<file path="config.mk">
export PLATFORM = sky130hd
export DESIGN_NAME = sprite_regs
export DESIGN_NICKNAME = d
export VERILOG_FILES = /design/src/sprite_pkg.sv /design/src/sprite_regs.sv
export SDC_FILE = /design/constraint.sdc
export NUM_CORES = 1
export LEC_CHECK = 0
export CAP_MARGIN = 40
export CORE_MARGIN = 2
export CORE_UTILIZATION = 55
export CTS_BUF_LIST = sky130_fd_sc_hd__clkbuf_8 sky130_fd_sc_hd__clkbuf_16
export DETAILED_ROUTE_END_ITERATION = 12
export DONT_BUFFER_PORTS = 1
export GPL_TIMING_DRIVEN = 0
export PLACE_DENSITY = 0.74
export SKIP_LAST_GASP = 1
export SYNTH_ARGS = -nofsm -noshare
export SYNTH_HDL_FRONTEND = slang
export SYNTH_SLANG_ARGS = --single-unit
export TNS_END_PERCENT = 20
</file>
<file path="constraint.sdc">
create_clock -name clk -period 11.8 [get_ports clk]
set_input_delay 0.59 -clock clk [delete_from_list [all_inputs] [get_ports clk]]
set_output_delay 0.59 -clock clk [all_outputs]
set_load 0.02 [all_outputs]
</file>
<file path="src/sprite_pkg.sv">
// ------------------------------------------------
// sprite geometry, colour types and register word
// ------------------------------------------------
package sprite_pkg;

    localparam int sprite_dim   = 16;    // edge in pixels
    localparam int sprite_count = 4;
    localparam int rom_depth    = 1024;  // sprite_count * 16 * 16 bytes

    typedef logic [9:0]  rom_addr_t;
    typedef logic [7:0]  color_index_t;
    typedef logic [23:0] rgb_t;          // red in top byte
    typedef logic [11:0] coord_t;

    typedef struct packed {
        logic [7:0] rsvd;
        rgb_t       color;
    } bg_word_t;

    typedef struct packed {
        coord_t     x;       // 31:20
        coord_t     y;       // 19:8
        logic [5:0] sprite;  // 7:2, taken mod sprite_count
        logic       active;
        logic       rsvd;
    } obj_word_t;

    // address 0 holds the background, 1..n the object table
    typedef union packed {
        bg_word_t  bg;
        obj_word_t obj;
    } reg_word_u;

    localparam rgb_t bg_reset_color = 24'h008000;

endpackage

</file>
<file path="src/sprite_regs.sv">
// ------------------------------------------------
// write-only registers, background and object table
// ------------------------------------------------
`timescale 1ns/1ns

module sprite_regs import sprite_pkg::*; #(
    parameter int num_objects = 8
) (
    input  logic       clk,
    input  logic       reset,
    input  logic       chipselect,
    input  logic       write,
    input  logic [6:0] address,
    input  reg_word_u  writedata,
    output rgb_t       bg_color,
    output coord_t     obj_x      [num_objects],
    output coord_t     obj_y      [num_objects],
    output logic [5:0] obj_sprite [num_objects],
    output logic       obj_active [num_objects]
);

    logic wr_en;

    assign wr_en = chipselect & write;

    always_ff @(posedge clk or posedge reset) begin
        if (reset) begin
            bg_color <= bg_reset_color;
        end else if (wr_en && address == 7'd0) begin
            bg_color <= writedata.bg.color;
        end
    end

    // address i+1 loads descriptor i, anything past the table is dropped
    always_ff @(posedge clk or posedge reset) begin
        if (reset) begin
            for (int i = 0; i < num_objects; i++) begin
                obj_x[i]      <= '0;
                obj_y[i]      <= '0;
                obj_sprite[i] <= '0;
                obj_active[i] <= 1'b0;
            end
        end else if (wr_en) begin
            for (int i = 0; i < num_objects; i++) begin
                if (address == 7'(i + 1)) begin
                    obj_x[i]      <= writedata.obj.x;
                    obj_y[i]      <= writedata.obj.y;
                    obj_sprite[i] <= writedata.obj.sprite;
                    obj_active[i] <= writedata.obj.active;
                end
            end
        end
    end

    a_addr_known: assert property (@(posedge clk) disable iff (reset)
        wr_en |-> !$isunknown(address));

endmodule

</file>
==> impl_metrics.csv <==
group,metric,value,unit
routing,dr_total_vias,5296,
cts,cts-buffers-inserted,27,
worst_setup_path,path_class,"primary input to flip-flop",
yosys,synth_area_per_cell,17.3,um2
routing,wire_per_inst,28.2,um
grt,grt_pass1_vias,5951,
pwr,clkPwrFrac,43.7,%
sta,timing.final.crit_period,1.73,ns
routing,postRouteAntennaNets,0,
die,die_h,140,um
final_layout,drive_gt1_share,52.0,%
pwr,power_frac_seq,53.0,%
sta,setup_viol,0,
yosys,ys.flop_type,"dfrtp_1",
pwr,switching_power,463,uW
worst_setup_path,cp.arrival,2.13,ns
sta,tightest_slew,0.680,ns
die,start_util,56.6,%
die,design.core.area,18100,um2
worst_setup_path,worst-endpoint-required,12.20,ns
pwr,ir_drop,0.104,mV
place,place_congestion,0.809,
yosys,synth_area_leader_cell,"dfrtp_1",
yosys,mappedNetlistNets,636,
grt,grt_max_degree,138,
cts,cts-root-buf,"clkbuf_16",
pwr,leakage,0.00594,uW
grt,grt_pass1_wl,37300,um
cts,cts.path.max_buffers,3,
grt,antenna_found_initial,0,
cts,htree_levels,1,
sta,relSlewSlack,54.7,%
yosys,synth_edf_count,0,
cts,numClockSinks,272,
flow_run,max_cap_viol_count,0,
final_layout,flow.area_growth_from_synthesis,12.6,%
sta,max_freq,0.579,GHz
yosys,synthCells,593,
sta,tns,0,ns
cts,clock_latency,0.52,ns
worst_setup_path,worst-path-max-fanout,10,
cts,cts_tree,"built",
pwr,switching_share,22.9,%
place,dp_hpwl,16600,um
final_layout,final_nets,668,
grt,grt-ovfl-total,0,
yosys,async_flop_share,100,%
sta,finalHoldViolCount,0,
routing,wirelength,24600,um
sta,grt_setup_unrepaired,"no",
routing,avgViaCountPerCell,6.08,
yosys,yosysUniqueCellTypes,21,
worst_setup_path,cp-end-kind,"flip-flop",
final_layout,n_antenna_cell,0,
die,die_w,140,um
yosys,ys_seq_area_share,66.5,%
sta,timing.hold.ws,0.201,ns
routing,firstDrtPassIters,4,
die,dieArea,19700,um2
pwr,powerDensity,175,nW/um2
yosys,synthesis.area,10200,um2
pwr,comb_power_share,3.3,%
sta,skew,0,ns
yosys,synth_top_area_share,66.3,%
place,port_buffers,0,
routing,drc_errors,0,
sta,period_share,14.6,%
pwr,internal_power,1560,uW
worst_setup_path,crit_path_start_kind,"primary input",
routing,drtIter0Drc,191,
die,io_pins,315,
die,fp-row-count,49,
sta,drv_slew,0,
yosys,yosys-top-cells-area,"dfrtp_1 (66%), mux2_2 (28%), mux2_1 (1.9%)",
yosys,ys.warnings.count,0,
cts,clk_pin_slew,0.06,ns
grt,grt.total_usage,24.8,%
worst_hold_path,hold_path.class,"primary input to flip-flop",
run_status,status,"completed",
yosys,ys_seq_elements,272,
yosys,yosys.cell_count.top_type,"dfrtp_1",
yosys,yosys-top-cells-count,"dfrtp_1 (271), mux2_2 (255), mux2_1 (17)",
==> cell type report <==
cell class,count,area (um2)
multi-input combinational,293,3250
clock inverter,12,160
timing repair buffer,3,65.1
fill,1279,6560
clock buffer,34,772
buffer,27,175
tap,229,287
inverter,1,11.3
sequential,272,6810
==> per-layer routing <==
| metal | vias to the layer above | part of all wire, % | routed length [um] | global-route usage [%] |
|---|---|---|---|---|
| li1 | 2169 | - | - | - |
| met1 | 2852 | 36 | 8860 | 29.0 |
| met2 | 241 | 52 | 12700 | 42.8 |
| met3 | 34 | 11 | 2620 | 9.91 |
| met4 | 0 | 1.7 | 414 | 6.38 |
| met5 | - | 0 | 0 | 0 |
==> state kept, by name (all words and copies together) (netlist names) <==
register,flops
obj_sprite,48
obj_x,96
obj_active,8
obj_y,96
bg_color,24
==> what timing repair did <==
action                    in CTS  in global routing
hold endpoints to repair       5                  0
hold buffers                   1                  0
buffers inserted               0                  0
resized for setup              0                  0
==> final timing paths <==
path / cells past startpoint / to / slack [ns] / from
worst min register to register: 1 / obj_sprite[37] / 0.64 / obj_sprite[37]
min in group asynchronous: 2 / bg_color[0] / 0.48 / reset
worst min-delay path: 1 / obj_active[6] / 0.20 / writedata[1]
worst max register to register: 1 / obj_sprite[36] / 10.88 / obj_sprite[36]
worst max-delay path: 4 / obj_x[39] / 10.07 / address[5]
max in group asynchronous: 3 / obj_x[17] / 10.47 / reset
==> critical path, stage by stage <==
cell and delay [ns]:
or3_4 0.43, nor3_2 0.41, buf_4 0.31, mux2_2 0.38
==> power by group through the flow <==
stage / Clock (uW) / Sequential (uW) / Combinational [uW]
floorplan: 0 / 1070 / 54.9
global placement: 0 / 1090 / 60.0
detailed placement: 0 / 1090 / 67.8
CTS: 897 / 1070 / 68.8
global route: 938 / 1070 / 75.0
finish: 884 / 1070 / 66.9
==> stage by stage <==
step / util [%] / total power [uW] / setup WS (ns) / cells / instance area (um2)
floorplan: - / 1130 / 3.72 / 593 / 10200
global route: 63.7 / 2090 / 10.01 / 871 / 11500
CTS: 63.7 / 2040 / 10.07 / 871 / 11500
finish: 63.7 / 2020 / 10.07 / 871 / 11500
global placement: 58.2 / 1150 / 1.80 / 822 / 10500
detailed placement: 58.5 / 1150 / 9.52 / 824 / 10600
==> placed cells by master, fill, tap and decap left out <==
master / Yosys / final
dfrtp_1: 271 / 271
inv_1: 1 / 3
nor3_1: 1 / 1
inv_6: 0 / 1
dfstp_2: 1 / 1
nor4_4: 2 / 2
nand4b_1: 3 / 3
buf_4: 9 / 9
bufinv_16: 0 / 4
and3b_1: 1 / 1
or3_4: 1 / 1
inv_8: 0 / 1
clkinv_2: 0 / 4
clkbuf_8: 0 / 7
mux2_2: 255 / 255
mux2_1: 17 / 17
clkbuf_1: 1 / 1
and2_0: 1 / 1
buf_2: 14 / 14
nor2_1: 2 / 2
buf_6: 3 / 3
clkbuf_16: 0 / 27
buf_16: 0 / 2
dlygate4sd3_1: 0 / 1
nor2b_1: 1 / 1
nand4_1: 4 / 4
nor3_2: 3 / 3
and4_1: 1 / 1
nand2b_1: 1 / 1
==> cell families (layout without fill, tap and decap cells) <==
logic type / count (synthesis) / after routing / share of synthesized area [%]
muxes: 272 / 272 / 29.9
DFF: 272 / 272 / 66.5
buffers and inverters: 28 / 77 / 1.75
and+or+nand+nor: 21 / 21 / 1.80
No activity file was read; power rests on OpenSTA's default activity.
