$ cat src/vga_timing_pkg.sv
// ------------------------------------------------
// 640x480 display timing in clk cycles and lines
// shared by the timing generator and the renderer
// ------------------------------------------------
package vga_timing_pkg;

    // horizontal, two clk cycles per pixel
    localparam int h_active = 1280;
    localparam int h_front  = 32;
    localparam int h_sync   = 192;
    localparam int h_back   = 96;
    localparam int h_total  = h_active + h_front + h_sync + h_back;   // 1600

    // vertical, in lines
    localparam int v_active = 480;
    localparam int v_front  = 10;
    localparam int v_sync   = 2;
    localparam int v_back   = 33;
    localparam int v_total  = v_active + v_front + v_sync + v_back;   // 525

    typedef logic [10:0] hcount_t;
    typedef logic [9:0]  vcount_t;

endpackage

$ cat src/vga_timing.sv
// ------------------------------------------------
// scan counters with hs, vs, blank and pixel clock
// ------------------------------------------------
`timescale 1ns/1ns

module vga_timing import vga_timing_pkg::*; (
    input  logic    clk,
    input  logic    reset,
    output hcount_t hcount,
    output vcount_t vcount,
    output logic    hs,
    output logic    vs,
    output logic    blank_n,
    output logic    pix_clk
);

    logic end_of_line;
    logic end_of_frame;

    assign end_of_line  = (hcount == hcount_t'(h_total - 1));
    assign end_of_frame = (vcount == vcount_t'(v_total - 1));

    always_ff @(posedge clk or posedge reset) begin
        if (reset) begin
            hcount <= '0;
        end else if (end_of_line) begin
            hcount <= '0;
        end else begin
            hcount <= hcount + 1'b1;
        end
    end

    // steps once per line
    always_ff @(posedge clk or posedge reset) begin
        if (reset) begin
            vcount <= '0;
        end else if (end_of_line) begin
            if (end_of_frame) begin
                vcount <= '0;
            end else begin
                vcount <= vcount + 1'b1;
            end
        end
    end

    assign hs = !(hcount >= h_active + h_front && hcount < h_active + h_front + h_sync);
    assign vs = !(vcount >= v_active + v_front && vcount < v_active + v_front + v_sync);
    assign blank_n = (hcount < h_active) && (vcount < v_active);
    assign pix_clk = hcount[0];   // one pixel per two clk

    a_hcount_range: assert property (@(posedge clk) disable iff (reset)
        hcount < h_total);
    a_vcount_range: assert property (@(posedge clk) disable iff (reset)
        vcount < v_total);

endmodule

$ cat config.mk
export PLATFORM = sky130hd
export DESIGN_NAME = vga_timing
export DESIGN_NICKNAME = d
export VERILOG_FILES = /design/src/vga_timing_pkg.sv /design/src/vga_timing.sv
export SDC_FILE = /design/constraint.sdc
export NUM_CORES = 1
export LEC_CHECK = 0
export BUFFER_PORTS_ARGS = -buffer_cell sky130_fd_sc_hd__buf_2
export CAP_MARGIN = 20
export CORE_MARGIN = 5
export CORE_UTILIZATION = 50
export CTS_CLUSTER_SIZE = 14
export DETAILED_ROUTE_END_ITERATION = 8
export PLACE_DENSITY = 0.72
export SLEW_MARGIN = 0
export SYNTH_ARGS = -nofsm -noshare
export SYNTH_HDL_FRONTEND = slang
export SYNTH_SLANG_ARGS = --single-unit
$ cat constraint.sdc
create_clock -name clk -period 1.85 [get_ports clk]
set_input_delay 0.185 -clock clk [delete_from_list [all_inputs] [get_ports clk]]
set_output_delay 0.185 -clock clk [all_outputs]
set_load 0.1 [all_outputs]
==> impl_metrics.toml, run 1 <==
[outcome]
status = "finished with violations"
violations = "setup timing"

[timing]
max_slew_margin_pct = 67.2
rsz0062_at_grt = "yes"
setup_viol = 1
setup_ws_ns = -0.0117
fin_skew_ns = 0.00313
final_hold_viol_count = 0
max_freq_mhz = 537
min_period_ns = 1.86
fin_tns_setup_ns = -0.0117
min_period_over_period_pct = 101
drv_slew = 0
tightest_slew_ns = 0.495

[synthesis]
synth.area.mux_share_pct = 0.828
synthCells = 120
syn_nets = 127
synth_xor_area_share_pct = 7.97
synth.distinct_cells = 36
synth_adder_area_share_pct = 5.18
synth_top_family_by_area = "simple AND/OR/NAND/NOR gates"
synth_compound_area_share_pct = 9.73
syn_area_per_cell_um2 = 10.1
synth_area_um2 = 1210
synth-main-ff-cell = "dfrtp_1"
yosysSeqAreaShare_pct = 43.5
ys_async_sr_fraction_pct = 100
synth_edf_count = 0
synthSimpleGateAreaFrac_pct = 26.1
synth_seq_cells = 21
yosys_warnings = 0

[final_layout]
area_growth_pct = 25.8
fin_nets = 159
layout_commonest_cell = "buf_2"
layout_common_cells = "buf_2, dfrtp_2, nand3_1, nand2_1, inv_1"
num_antenna_cells = 0
nFillCells = 188
drive_above_1_share_pct = 45.7

[floorplan]
die_w_um = 59.2
ios = 27
num_rows = 17
coreArea_um2 = 2250
start_util_pct = 53.6
die_area_um2 = 3500
die_h_um = 59.2

[clocking]
numCtsBuffers = 3
cts_tree = "done"
worst_skew_pair.late_latency_ns = 0.30
path_clk_slew_ns = 0.12
htree_levels = 1
clock_sinks = 21
cts_buffer_depth = 2
clock-root-buffer = "clkbuf_4"

[grt]
grt_start_max_net_pins = 22
grt_pass1_vias = 910
grt_pass1_wl_um = 4380
antenna_found_initial = 0
track_usage_pct = 16.0
grt.overflow.total = 0

[routing]
dr_total_vias = 1037
vias_per_cell = 5.79
wl_per_cell_um = 15.4
drtPass1Iterations = 4
ant_nets = 0
drc = 0
first_iter_violations = 30
wl_um = 2750

[setup_path]
start_kind = "register"
end_kind = "output pin"
cp.required_ns = 1.66
crit_fanout = 5
cp_slowest_cell = "dfrtp_4"
path_cells = "and3_2, or4_4, buf_8"
cp_slowest_stage_delay_ns = 0.54
path_class = "register to output pin"
worstPathArrival_ns = 1.68

[placement]
globalplace.congestion = 0.817
hpwl_um = 1880
pre_cts_slack_ns = 0.0807
io_buffers = 26

[power_and_ir_drop]
p_leak_uw = 0.000688
powerDensity_nw_per_um2 = 458
peakVddDrop_mv = 0.355

[min_path]
hp-class = "input port to asynchronous set/reset pin"

[job]
maxCapViolations = 0
[worst max-delay path: cells and delay by family (launching register included)]
kind / cells / cell delay [ns]
AND/OR/NAND/NOR: 2 / 0.64
flip-flops: 1 / 0.54
buffers and inverters: 1 / 0.19
[layer usage]
metal  GRT usage [%]  share of wire, %
met1            23.0                46
met2            24.4                49
met3            2.61               3.5
met4            4.85               1.1
met5               0                 0
[cell usage after synthesis (all sizes together), types with 2 or more instances]
cell	instances	area [um^2]
dfrtp	21	526
nand3	12	60.1
o21ai	6	30.0
buf	5	45.0
nor4b	2	32.5
nor3	6	30.0
xor2	5	43.8
and2	3	20.0
nand2	8	37.5
a31oi	2	12.5
ha	5	62.6
nor2	6	22.5
a21oi	2	10.0
o31ai	2	20.0
clkbuf	2	10.0
and3	6	40.0
inv	7	26.3
xnor2	6	52.6
nand4	4	40.0
[through the flow]
step           hold slack, ns  utilization (%)  power, uW  cells  area (um^2)
3_3_place_gp            0.227             63.0        480    170         1420
4_1_cts                 0.434             65.2        705    175         1470
3_5_place_dp            0.231             63.0        480    170         1420
6_report                0.445             67.4        696    179         1520
2_1_floorplan           0.160                -        475    120         1280
5_1_grt                 0.469             67.4        729    179         1520
[registers in the layout, indices dropped and copies added (netlist names)]
name	flops
hcount	11
vcount	10
[timing repair]
| action | CTS | global route |
|---|---|---|
| pin swaps | 0 | 1 |
| gates resized for setup | 4 | 2 |
| buffers inserted | 0 | 4 |
| hold endpoints to repair | 21 | 0 |
| endpoints found under the setup margin | 2 | 7 |
| hold buffers | 1 | 0 |
[area by class of cell]
type                    count  area [um^2]  share of cell area (%)
multi-input cells          85          641                    42.1
flip-flops and latches     21          561                    36.9
repair buffers             34          230                    15.1
well taps                  28         35.0                    2.30
inverters                   7         26.3                    1.73
clock buffers               3         22.5                    1.48
clock inverters             1         5.00                   0.329
[cells by family after synthesis]
kind of cell	Yosys count
flip-flops	21
AND/OR/NAND/NOR	51
multiplexers	1
XOR/XNOR	11
AO/OA/AOI/OAI	17
adder cells (fa/ha/maj)	5
buffers and inverters	14
[final timing paths]
kind | end | from | slack (ns) | cells after the start
worst max-delay path | hs | hcount[7] | -0.01 | 3
worst min-delay path | hcount[2] | reset | 0.45 | 4
max in group asynchronous | hcount[0] | reset | 1.16 | 4
worst min register to register | vcount[7] | vcount[7] | 0.51 | 1
min in group clk | vcount[7] | vcount[7] | 0.51 | 1
worst max register to register | vcount[6] | hcount[7] | 0.14 | 4
[report_power, final]
group	internal (uW)	switching (uW)	leakage (uW)	total (uW)
Clock	80.5	144	0.0000177	224
Combinational	3.68	9.66	0.000421	13.3
Sequential	459	0	0.000249	459
No activity file was read; power rests on OpenSTA's default activity.
==> run 2: changes to the inputs <==
--- a/config.mk
+++ b/config.mk
@@ -11,7 +11,7 @@
 export CORE_UTILIZATION = 50
 export CTS_CLUSTER_SIZE = 14
 export DETAILED_ROUTE_END_ITERATION = 8
-export PLACE_DENSITY = 0.72
+export PLACE_DENSITY_LB_ADDON = 0.08
 export SLEW_MARGIN = 0
 export SYNTH_ARGS = -nofsm -noshare
 export SYNTH_HDL_FRONTEND = slang
==> run 2 against run 1 <==
Against the previous run:
- the run now ends clean
- via count decreased by 6.2%
- core utilization shrank 0.67 points
- clock-buffer cell count stayed put
- clock power grew 6%
- sequential share of layout area up 0.37 points
- critical path type unchanged
- critical endpoint unchanged
==> impl_metrics.toml, run 2 (synthesis gave the netlist of run 1 again) <==
[outcome]
status = "finished, final reports clean"

[timing]
setup_viol = 0
min_period_over_period_pct = 99.2
setup_ws_ns = 0.0154
fin_skew_ns = 0.0105
tightest_slew_ns = 0.489
drv_slew = 0
max_slew_margin_pct = 67.6
min_period_ns = 1.83
whs_ns = 0.413
max_freq_mhz = 545
final_hold_viol_count = 0
rsz0062_at_grt = "yes"

[clocking]
clock_sinks = 21
cts_tree = "done"
htree_levels = 1
path_clk_slew_ns = 0.14
clock-root-buffer = "clkbuf_4"
numCtsBuffers = 3
worst_skew_pair.late_latency_ns = 0.32
cts_buffer_depth = 2

[final_layout]
fin_nets = 157
layout_commonest_cell = "buf_2"
final_cells = 177
layout_common_cells = "buf_2, dfrtp_2, nand3_1, nand2_1, inv_1"
num_antenna_cells = 0
top_regs = "hcount x11, vcount x10"
drive_above_1_share_pct = 45.0
final_core_util_pct = 66.8
regMostFlops = "hcount"
largest_reg_flops = 11
stdcell_area_um2 = 1510
area_growth_pct = 24.5

[setup_path]
worstRegToRegCells = 6
cp.required_ns = 1.66
worstPathArrival_ns = 1.65
endpoint = "hs"
reg2reg_from = "vcount[1]"
start_kind = "register"
end_kind = "output pin"
critPathLaunch = "hcount[6]"
crit_fanout = 7
path_class = "register to output pin"
reg2reg_slack_ns = 0.12
timing.rr.end = "vcount[3]"

[routing]
vias_per_cell = 5.50
wl_um = 2720
drc = 0
first_iter_violations = 18
drtPass1Iterations = 4
ant_nets = 0
dr_total_vias = 973
wl_per_cell_um = 15.3

[power_and_ir_drop]
powerDensity_nw_per_um2 = 471
peakVddDrop_mv = 0.422
p_leak_uw = 0.000679

[placement]
dp_cells = 170
pre_cts_slack_ns = 0.0553
globalplace.congestion = 0.815
hpwl_um = 1930
place_area_um2 = 1420
io_buffers = 26

[min_path]
hp-class = "input port to asynchronous set/reset pin"

[job]
maxCapViolations = 0

[grt]
grt_pass1_vias = 948
grt.overflow.total = 0
grt_start_max_net_pins = 22
grt_pass1_wl_um = 4470
track_usage_pct = 16.7
antenna_found_initial = 0

[floorplan]
num_rows = 17
start_util_pct = 53.6
die_area_um2 = 3500
ios = 27
die_h_um = 59.2
coreArea_um2 = 2250
die_w_um = 59.2
run 2: repair_timing:
action / CTS / global route
hold endpoints to repair: 21 / 0
setup buffers: 0 / 2
resized for setup: 4 / 5
gates cloned: 0 / 0
setup endpoints to repair: 2 / 8
hold buffers: 1 / 0
run 2: worst min-delay path by stage:
stage,end,slack [ns],cells past startpoint
global placement,hcount[0],0.23,3
finish,vcount[2],0.41,4
floorplan,hcount[0],0.16,1
global route,vcount[0],0.45,4
CTS,vcount[2],0.43,4
detailed placement,vcount[0],0.23,3
run 2: through the flow:
| step | power, uW | setup TNS, ns |
|---|---|---|
| 6_report | 709 | 0 |
| 5_1_grt | 743 | -0.0406 |
| 4_1_cts | 714 | -0.0410 |
| 3_5_place_dp | 480 | 0 |
| 3_3_place_gp | 480 | 0 |
| 2_1_floorplan | 475 | -0.139 |
run 2: final cells by class:
cell class / instances / area, um^2
inverter: 7 / 26.3
clock buffer: 3 / 22.5
tap: 28 / 35.0
multi-input combinational: 85 / 646
fill: 200 / 749
timing repair buffer: 32 / 210
clock inverter: 1 / 5.00
sequential: 21 / 561
run 2: routing by layer:
layer	track usage [%]	vias up	part of all wire [%]
met5	0	-	0
met3	2.83	2	4.4
met1	23.4	463	47
met4	5.50	0	0.63
li1	-	484	-
met2	26.2	24	48
run 2: critical path, stage by stage, from the launching register on:
cell and delay [ns]:
dfrtp_4 0.54, and3_4 0.18, or4_4 0.43, buf_12 0.18
run 2: power breakdown:
part           switching (uW)  internal [uW]  leakage [uW]
combinational            9.36           3.68      0.000412
clock                     157           80.8     0.0000177
sequential                  0            459      0.000249
